===== src/design/clock_pkg.sv =====
// ----------------------------------------------------------
// Shared constants, encodings and packed types for the
// wall clock with alarm. Every design module imports it
// through a wildcard import in its module header.
// ----------------------------------------------------------

package clock_pkg;

	// Last value of each time field
	localparam int unsigned SEC_MAX  = 59;
	localparam int unsigned MIN_MAX  = 59;
	localparam int unsigned HOUR_MAX = 23;

	// Divisors for a 50 MHz clk
	localparam int unsigned SEC_DIV_DEFAULT = 50_000_000;
	localparam int unsigned KEY_DIV_DEFAULT = 500_000;
	localparam int unsigned SCAN_DIV        = 5000;

	localparam int unsigned NUM_DIGITS = 6;

	typedef enum logic [1:0] {
		MODE_CLOCK = 2'd0,
		MODE_SETUP = 2'd1,
		MODE_ALARM = 2'd2
	} mode_t;

	typedef enum logic [1:0] {
		FIELD_SEC  = 2'd0,
		FIELD_MIN  = 2'd1,
		FIELD_HOUR = 2'd2
	} field_t;

	typedef struct packed {
		logic [4:0] hour;
		logic [5:0] min;
		logic [5:0] sec;
	} hms_t;

	typedef struct packed {
		logic mode_key;
		logic field_key;
		logic step_key;
		logic alarm_key;
	} keys_t;

	// One-cycle pulses into the time and alarm registers
	typedef struct packed {
		logic time_sec;
		logic time_min;
		logic time_hour;
		logic alarm_sec;
		logic alarm_min;
		logic alarm_hour;
		logic run;
	} step_t;

	// Bit 6 is segment a, bit 0 is segment g, active high
	typedef logic [6:0] seg_t;

	localparam seg_t SEG_PATTERN [10] = '{
		7'b111_1110,
		7'b011_0000,
		7'b110_1101,
		7'b111_1001,
		7'b011_0011,
		7'b101_1011,
		7'b101_1111,
		7'b111_0000,
		7'b111_1111,
		7'b111_0011
	};

endpackage

===== src/design/clock_top.sv =====
// ----------------------------------------------------------
// Wall clock top level. SEC_DIV and KEY_DIV set the clk
// cycles per second and per key sample, so a testbench can
// run the clock faster than real time.
// ----------------------------------------------------------

module clock_top import clock_pkg::*; #(
	parameter int unsigned SEC_DIV = SEC_DIV_DEFAULT,
	parameter int unsigned KEY_DIV = KEY_DIV_DEFAULT
) (
	input  logic                  clk,
	input  logic                  rst_n,
	input  keys_t                 i_keys,
	output seg_t                  o_seg,
	output logic                  o_seg_dp,
	output logic [NUM_DIGITS-1:0] o_seg_enb,
	output logic                  o_alarm
);

	logic  sec_tick;
	logic  key_tick;
	logic  scan_tick;
	keys_t press;
	mode_t mode;
	logic  alarm_en;
	step_t step;
	hms_t  disp;

	// Tick enables
	tick_gen #(.DIV(SEC_DIV)) u_sec_tick (
		.clk    (clk),
		.rst_n  (rst_n),
		.o_tick (sec_tick)
	);

	tick_gen #(.DIV(KEY_DIV)) u_key_tick (
		.clk    (clk),
		.rst_n  (rst_n),
		.o_tick (key_tick)
	);

	tick_gen #(.DIV(SCAN_DIV)) u_scan_tick (
		.clk    (clk),
		.rst_n  (rst_n),
		.o_tick (scan_tick)
	);

	key_filter u_key_filter (
		.clk      (clk),
		.rst_n    (rst_n),
		.i_sample (key_tick),
		.i_keys   (i_keys),
		.o_press  (press)
	);

	clock_ctrl u_clock_ctrl (
		.clk        (clk),
		.rst_n      (rst_n),
		.i_press    (press),
		.i_sec_tick (sec_tick),
		.o_mode     (mode),
		.o_alarm_en (alarm_en),
		.o_step     (step)
	);

	time_keeper u_time_keeper (
		.clk        (clk),
		.rst_n      (rst_n),
		.i_step     (step),
		.i_mode     (mode),
		.i_alarm_en (alarm_en),
		.o_disp     (disp),
		.o_alarm    (o_alarm)
	);

	digit_scan u_digit_scan (
		.clk       (clk),
		.rst_n     (rst_n),
		.i_scan    (scan_tick),
		.i_disp    (disp),
		.i_mode    (mode),
		.o_seg     (o_seg),
		.o_seg_dp  (o_seg_dp),
		.o_seg_enb (o_seg_enb)
	);

endmodule


===== src/design/digit_scan.sv =====
// ----------------------------------------------------------
// Six-digit display scanner. Splits the shown time into
// decimal digits, encodes them to segments and walks one
// active-low digit enable per scan tick, seconds first.
// ----------------------------------------------------------

module digit_scan import clock_pkg::*; (
	input  logic                  clk,
	input  logic                  rst_n,
	input  logic                  i_scan,
	input  hms_t                  i_disp,
	input  mode_t                 i_mode,
	output seg_t                  o_seg,
	output logic                  o_seg_dp,
	output logic [NUM_DIGITS-1:0] o_seg_enb
);

	logic [$clog2(NUM_DIGITS)-1:0] idx;
	logic [3:0]                    digit [NUM_DIGITS];

	function automatic logic [3:0] tens(input logic [5:0] v);
		return 4'(v / 6'd10);
	endfunction

	function automatic logic [3:0] units(input logic [5:0] v);
		return 4'(v % 6'd10);
	endfunction

	// Digit 0 is the rightmost, seconds units
	always_comb begin
		digit[0] = units(i_disp.sec);
		digit[1] = tens(i_disp.sec);
		digit[2] = units(i_disp.min);
		digit[3] = tens(i_disp.min);
		digit[4] = units({1'b0, i_disp.hour});
		digit[5] = tens({1'b0, i_disp.hour});
	end

	// ----------------------------------------------------------
	// Scan counter
	// ----------------------------------------------------------
	always_ff @(posedge clk or negedge rst_n) begin
		if (!rst_n) begin
			idx <= '0;
		end else if (i_scan) begin
			if (idx == ($clog2(NUM_DIGITS))'(NUM_DIGITS - 1))
				idx <= '0;
			else
				idx <= idx + 1'b1;
		end
	end

	assign o_seg     = SEG_PATTERN[digit[idx]];
	assign o_seg_enb = ~(NUM_DIGITS'(1) << idx);

	// Decimal points mark setup on digit 0, alarm on digit 1
	always_comb begin
		case (idx)
			3'd0:    o_seg_dp = (i_mode == MODE_SETUP);
			3'd1:    o_seg_dp = (i_mode == MODE_ALARM);
			default: o_seg_dp = 1'b0;
		endcase
	end

endmodule


===== src/design/time_keeper.sv =====
// ----------------------------------------------------------
// Running time and alarm time registers. Advances the time
// with carry on the run pulse, steps single fields without
// carry, selects the displayed time and latches the alarm.
// ----------------------------------------------------------

module time_keeper import clock_pkg::*; (
	input  logic  clk,
	input  logic  rst_n,
	input  step_t i_step,
	input  mode_t i_mode,
	input  logic  i_alarm_en,
	output hms_t  o_disp,
	output logic  o_alarm
);

	hms_t tm;
	hms_t al;

	// Add one and wrap to zero after max
	function automatic logic [5:0] bump(input logic [5:0] v, input int unsigned max);
		return (v == 6'(max)) ? 6'd0 : v + 6'd1;
	endfunction

	// ----------------------------------------------------------
	// Running time
	// ----------------------------------------------------------
	always_ff @(posedge clk or negedge rst_n) begin
		if (!rst_n) begin
			tm <= '0;
		end else if (i_step.run) begin
			tm.sec <= bump(tm.sec, SEC_MAX);
			if (tm.sec == 6'(SEC_MAX)) begin
				tm.min <= bump(tm.min, MIN_MAX);
				if (tm.min == 6'(MIN_MAX)) begin
					tm.hour <= 5'(bump({1'b0, tm.hour}, HOUR_MAX));
				end
			end
		end else begin
			if (i_step.time_sec)
				tm.sec <= bump(tm.sec, SEC_MAX);
			if (i_step.time_min)
				tm.min <= bump(tm.min, MIN_MAX);
			if (i_step.time_hour)
				tm.hour <= 5'(bump({1'b0, tm.hour}, HOUR_MAX));
		end
	end

	// Alarm time only moves by field steps
	always_ff @(posedge clk or negedge rst_n) begin
		if (!rst_n) begin
			al <= '0;
		end else begin
			if (i_step.alarm_sec)
				al.sec <= bump(al.sec, SEC_MAX);
			if (i_step.alarm_min)
				al.min <= bump(al.min, MIN_MAX);
			if (i_step.alarm_hour)
				al.hour <= 5'(bump({1'b0, al.hour}, HOUR_MAX));
		end
	end

	assign o_disp = (i_mode == MODE_ALARM) ? al : tm;

	// Match sets the level, dropping the enable clears it
	always_ff @(posedge clk or negedge rst_n) begin
		if (!rst_n) begin
			o_alarm <= 1'b0;
		end else begin
			o_alarm <= i_alarm_en & (o_alarm | (tm == al));
		end
	end

endmodule


===== src/design/clock_ctrl.sv =====
// ----------------------------------------------------------
// Clock controller. Holds the mode, the selected field and
// the alarm enable, and turns key presses and the second
// tick into step pulses for the time and alarm registers.
// ----------------------------------------------------------

module clock_ctrl import clock_pkg::*; (
	input  logic  clk,
	input  logic  rst_n,
	input  keys_t i_press,
	input  logic  i_sec_tick,
	output mode_t o_mode,
	output logic  o_alarm_en,
	output step_t o_step
);

	field_t field;

	// Mode cycles clock, setup, alarm
	always_ff @(posedge clk or negedge rst_n) begin
		if (!rst_n) begin
			o_mode <= MODE_CLOCK;
		end else if (i_press.mode_key) begin
			case (o_mode)
				MODE_CLOCK: o_mode <= MODE_SETUP;
				MODE_SETUP: o_mode <= MODE_ALARM;
				default:    o_mode <= MODE_CLOCK;
			endcase
		end
	end

	// Field cycles sec, min, hour
	always_ff @(posedge clk or negedge rst_n) begin
		if (!rst_n) begin
			field <= FIELD_SEC;
		end else if (i_press.field_key) begin
			case (field)
				FIELD_SEC: field <= FIELD_MIN;
				FIELD_MIN: field <= FIELD_HOUR;
				default:   field <= FIELD_SEC;
			endcase
		end
	end

	always_ff @(posedge clk or negedge rst_n) begin
		if (!rst_n) begin
			o_alarm_en <= 1'b0;
		end else if (i_press.alarm_key) begin
			o_alarm_en <= ~o_alarm_en;
		end
	end

	// ----------------------------------------------------------
	// Step routing
	// ----------------------------------------------------------
	always_comb begin
		o_step     = '0;
		// Time stands still while it is being set
		o_step.run = i_sec_tick && (o_mode != MODE_SETUP);
		if (i_press.step_key) begin
			if (o_mode == MODE_SETUP) begin
				o_step.time_sec  = (field == FIELD_SEC);
				o_step.time_min  = (field == FIELD_MIN);
				o_step.time_hour = (field == FIELD_HOUR);
			end else if (o_mode == MODE_ALARM) begin
				o_step.alarm_sec  = (field == FIELD_SEC);
				o_step.alarm_min  = (field == FIELD_MIN);
				o_step.alarm_hour = (field == FIELD_HOUR);
			end
		end
	end

endmodule


===== src/design/key_filter.sv =====
// ----------------------------------------------------------
// Key input filter. Synchronizes the four key levels,
// debounces them at the key sample tick and emits a
// one-cycle press pulse per key on each debounced rise.
// ----------------------------------------------------------

module key_filter import clock_pkg::*; (
	input  logic  clk,
	input  logic  rst_n,
	input  logic  i_sample,
	input  keys_t i_keys,
	output keys_t o_press
);

	keys_t sync1;
	keys_t sync2;
	keys_t samp;
	keys_t deb;
	keys_t deb_d;

	// Two-flop synchronizer
	always_ff @(posedge clk or negedge rst_n) begin
		if (!rst_n) begin
			sync1 <= '0;
			sync2 <= '0;
		end else begin
			sync1 <= i_keys;
			sync2 <= sync1;
		end
	end

	// Two equal samples in a row change the debounced level
	always_ff @(posedge clk or negedge rst_n) begin
		if (!rst_n) begin
			samp <= '0;
			deb  <= '0;
		end else if (i_sample) begin
			samp <= sync2;
			deb  <= (deb | (sync2 & samp)) & (sync2 | samp);
		end
	end

	always_ff @(posedge clk or negedge rst_n) begin
		if (!rst_n) begin
			deb_d <= '0;
		end else begin
			deb_d <= deb;
		end
	end

	assign o_press = deb & ~deb_d;

endmodule


===== src/design/tick_gen.sv =====
// ----------------------------------------------------------
// Tick enable generator. Pulses o_tick for one clk cycle
// every DIV cycles, the first one DIV cycles after reset.
// ----------------------------------------------------------

module tick_gen #(
	parameter int unsigned DIV = 5000
) (
	input  logic clk,
	input  logic rst_n,
	output logic o_tick
);

	logic [$clog2(DIV)-1:0] cnt;

	always_ff @(posedge clk or negedge rst_n) begin
		if (!rst_n) begin
			cnt    <= '0;
			o_tick <= 1'b0;
		end else if (cnt == ($clog2(DIV))'(DIV - 1)) begin
			cnt    <= '0;
			o_tick <= 1'b1;
		end else begin
			cnt    <= cnt + 1'b1;
			o_tick <= 1'b0;
		end
	end

endmodule


===== config.mk =====
export PLATFORM = sky130hd
export DESIGN_NAME = clock_top
export DESIGN_NICKNAME = d
export VERILOG_FILES = /design/src/design/clock_pkg.sv /design/src/design/clock_top.sv /design/src/design/digit_scan.sv /design/src/design/time_keeper.sv /design/src/design/clock_ctrl.sv /design/src/design/key_filter.sv /design/src/design/tick_gen.sv
export SDC_FILE = /design/constraint.sdc
export NUM_CORES = 1
export LEC_CHECK = 0
export BUFFER_PORTS_ARGS = -buffer_cell sky130_fd_sc_hd__buf_4
export CAP_MARGIN = 0
export CORE_MARGIN = 2
export CORE_UTILIZATION = 45
export CTS_BUF_LIST = sky130_fd_sc_hd__clkbuf_2
export DETAILED_ROUTE_END_ITERATION = 7
export PLACE_DENSITY = 0.6
export SLEW_MARGIN = 30
export SYNTH_ARGS = -nofsm -noshare
export SYNTH_HDL_FRONTEND = slang
export SYNTH_SLANG_ARGS = --single-unit

===== constraint.sdc =====
create_clock -name clk -period 4.2 [get_ports clk]
set_input_delay 0.84 -clock clk [delete_from_list [all_inputs] [get_ports clk]]
set_output_delay 0.84 -clock clk [all_outputs]
set_load 0.01 [all_outputs]

==> results.cfg <==
[run_status]
status = finished with violations
violations = setup timing

[pwr]
power.density_nw_per_um2 = 233
intPower_mw = 1.43
irDropWorstVdd_mv = 0.161
power.switching_mw = 0.516
power.total_mw = 1.95
leakagePower_nw = 3.70
seqPwrFrac_pct = 61.7
switching_share_pct = 26.5
clkPwrFrac_pct = 36.6
power.share.combinational_pct = 1.6

[sta]
finalCriticalPeriod_ns = 4.98
final-hold-violation-count = 0
drv_slew = 0
fmax_ghz = 0.201
whs_ns = 0.216
rsz0062_at_grt = true
setup_slack_ns = -0.783
clock_skew_ns = 0.0350
worst_slew_pin_slew_ns = 0.892
slew-limit-headroom_pct = 40.1
setup_viol = 7
fin_crit_sh_pct = 119

[yosys]
ys_seq_elements = 124
yosysUniqueCellTypes = 73
yosysWarnings = 0
netlist_instances = 742
synth_area_per_cell_um2 = 9.59
synth_flop_cell = dfrtp_1
synth_fp_nets = 768
syn_area_um2 = 7120
synth-edff-count = 0
ys_seq_area_share_pct = 43.6
async_flop_share_pct = 100

[placed_design]
portBuffers = 20
dpl_worst_slack_ns = -0.156
placed_cell_area_um2 = 7720
globalplace.congestion = 0.939
hpwl_um = 11300

[routing]
viasPerCell = 5.51
drt-total-wl_um = 16000
wire_per_inst_um = 15.4
dr.pass1.iters = 7
vias = 5728
drt_iter0_drc = 310
final_antenna_net_count = 0
drcViolationCount = 0

[setup_path]
critPathKind = flop to primary output
critPathMaxFanout = 6
worst_ep_arrival_time_ns = 4.14
worst_setup_path_start_kind = flop
end_kind = primary output
cp.required_ns = 3.36

[global_route]
grt_max_degree = 68
grt_pass1_vias = 5597
top_usage_layer = met2
met1_usage_pct = 26.3
grt-ovfl-total = 0
grt.met2_usage_pct = 33.3
grt_antenna_before_repair = 1
met3_usage_pct = 3.69
grt_usage_pct = 20.2
grt_pass1_wl_um = 26900

[layout]
final_cell_mix = 123 x dfrtp_1, 77 x buf_4, 72 x nor2_1, 62 x nand2_1, 40 x xor2_1
nNetsFinal = 841
syn_to_final_growth_pct = 17.2
final_common_cell = dfrtp_1
fin_area_um2 = 8340
drive_gt1_share_pct = 22.4

[clock_network]
cts_sinks = 124
cts-htree-levels = 4
cts-buffers-inserted = 17
cts_tree = yes
cts_root_buffer = clkbuf_2
clk_pin_slew_ns = 0.20
clockBufferDepth = 2
clk-insertion-delay-late_ns = 0.71

[worst_hold_path]
hold_path.class = input port to flop

[die]
dieWidth_um = 130
die_h_um = 130
floorplan.initialDensity_pct = 46.5
die_area_um2 = 16800
coreArea_um2 = 15300
num_io_pins = 21
rows = 45

[flow_run]
maxCapViolations = 0
power groups by stage:
stage                     Clock [mW]  Sequential [mW]  Combinational (mW)
after global placement             0             1.22              0.0297
after CTS                      0.745             1.20              0.0309
after detailed placement           0             1.22              0.0310
after floorplan                    0             1.22            0.000595
final                          0.713             1.20              0.0317
after global routing           0.798             1.20              0.0374
metrics by stage:
step / util, % / std cells / TNS (ns)
after floorplan: - / 742 / 0
after global placement: 50.4 / 983 / -0.0247
after detailed placement: 50.4 / 983 / -0.257
after CTS: 53.6 / 1031 / -4.35
after global routing: 54.4 / 1039 / -5.96
final: 54.4 / 1039 / -4.64
kinds of logic (layout without fill, tap and decap cells):
group / Yosys count / in the layout / share of synthesized area, %
and+or+nand+nor: 288 / 288 / 20.7
AOI/OAI and AO/OA: 141 / 141 / 13.7
DFF: 124 / 124 / 43.6
xor gates and xnor gates: 76 / 76 / 9.35
buffers and inverters: 57 / 142 / 3.34
muxes: 35 / 35 / 5.63
adders and majority gates: 21 / 21 / 3.66
other: 0 / 1 / 0
per-layer routing:
metal  wire length (um)  vias up
met5                  0        -
met4                340        0
met3                516       27
met2               7840      105
met1               7320     2795
li1                   -     2801
critical path, stage by stage, from the launching register on:
cell and delay (ns):
dfrtp_2 0.49, buf_6 0.13, or4bb_1 0.48, o31ai_1 0.08
a211o_1 0.19, nand2_2 0.08, xor2_2 0.19, ha_1 0.32
or3_4 0.33, o211a_1 0.14, or4_4 0.57, mux2_4 0.32
buf_6 0.12
layout make-up:
| cell class | instances | area (um^2) |
|---|---|---|
| clock inverters | 14 | 136 |
| inverters | 24 | 90.1 |
| repair buffers | 87 | 707 |
| diodes | 1 | 2.50 |
| flip-flops and latches | 124 | 3100 |
| well taps | 211 | 264 |
| fillers | 1381 | 6980 |
| clock buffers | 17 | 85.1 |
| multi-input cells | 561 | 3950 |
state kept, by name, indices dropped and copies added (netlist names):
name / count
u_key_filter.deb_d: 4
u_time_keeper.tm: 17
u_sec_tick.o_tick: 1
u_time_keeper.al: 17
u_key_filter.sync2: 4
u_key_tick.cnt: 19
u_clock_ctrl.o_mode: 2
u_digit_scan.idx: 3
u_key_tick.o_tick: 1
u_key_filter.sync1: 4
u_key_filter.deb: 4
u_time_keeper.o_alarm: 1
u_clock_ctrl.field: 2
u_clock_ctrl.o_alarm_en: 1
u_sec_tick.cnt: 26
u_scan_tick.cnt: 13
u_key_filter.samp: 4
u_scan_tick.o_tick: 1
cell usage after synthesis, drive strengths merged (5+ instances only):
cell type  count  area, um^2
and3          12        75.1
buf           10        61.3
o21a           6        45.0
nor3          12        60.1
nor2b          7        43.8
o31ai          6        50.1
nor4           8        50.1
nand4         21         131
nand3         39         200
clkbuf        23        86.3
a21oi         28         140
xor2          41         359
nand2         64         240
nand2b        17         106
o211ai        11        82.6
a21o           8        60.1
or3            6        37.5
inv           24        90.1
a211oi         6        45.0
ha            20         250
mux2          21         244
a31oi         11        75.1
dfrtp        124        3100
xnor2         35         307
and2           5        31.3
o21ai         32         164
nor2          72         270
mux2i         13         134
timing repair:
item,4_1_cts,5_1_grt
resized for setup,33,11
setup endpoints to repair,7,7
pin swaps,21,14
buffers inserted,17,5
hold buffers,0,1
endpoints found under the hold margin,0,19
path summary, 6_finish.rpt:
path,from,to,slack [ns],cells after the start
max,u_clock_ctrl.o_mode[0],o_seg[2],-0.78,12
min,i_keys[1],u_key_filter.sync1[1],0.22,1
max reg2reg,u_time_keeper.tm[7],u_time_keeper.tm[15],1.51,7
min reg2reg,u_key_filter.sync1[2],u_key_filter.sync2[2],0.36,0
max in group asynchronous,rst_n,u_time_keeper.tm[14],3.02,3
min in group asynchronous,rst_n,u_time_keeper.al[2],0.52,2
Note: power is estimated with default switching activity, not from simulation.
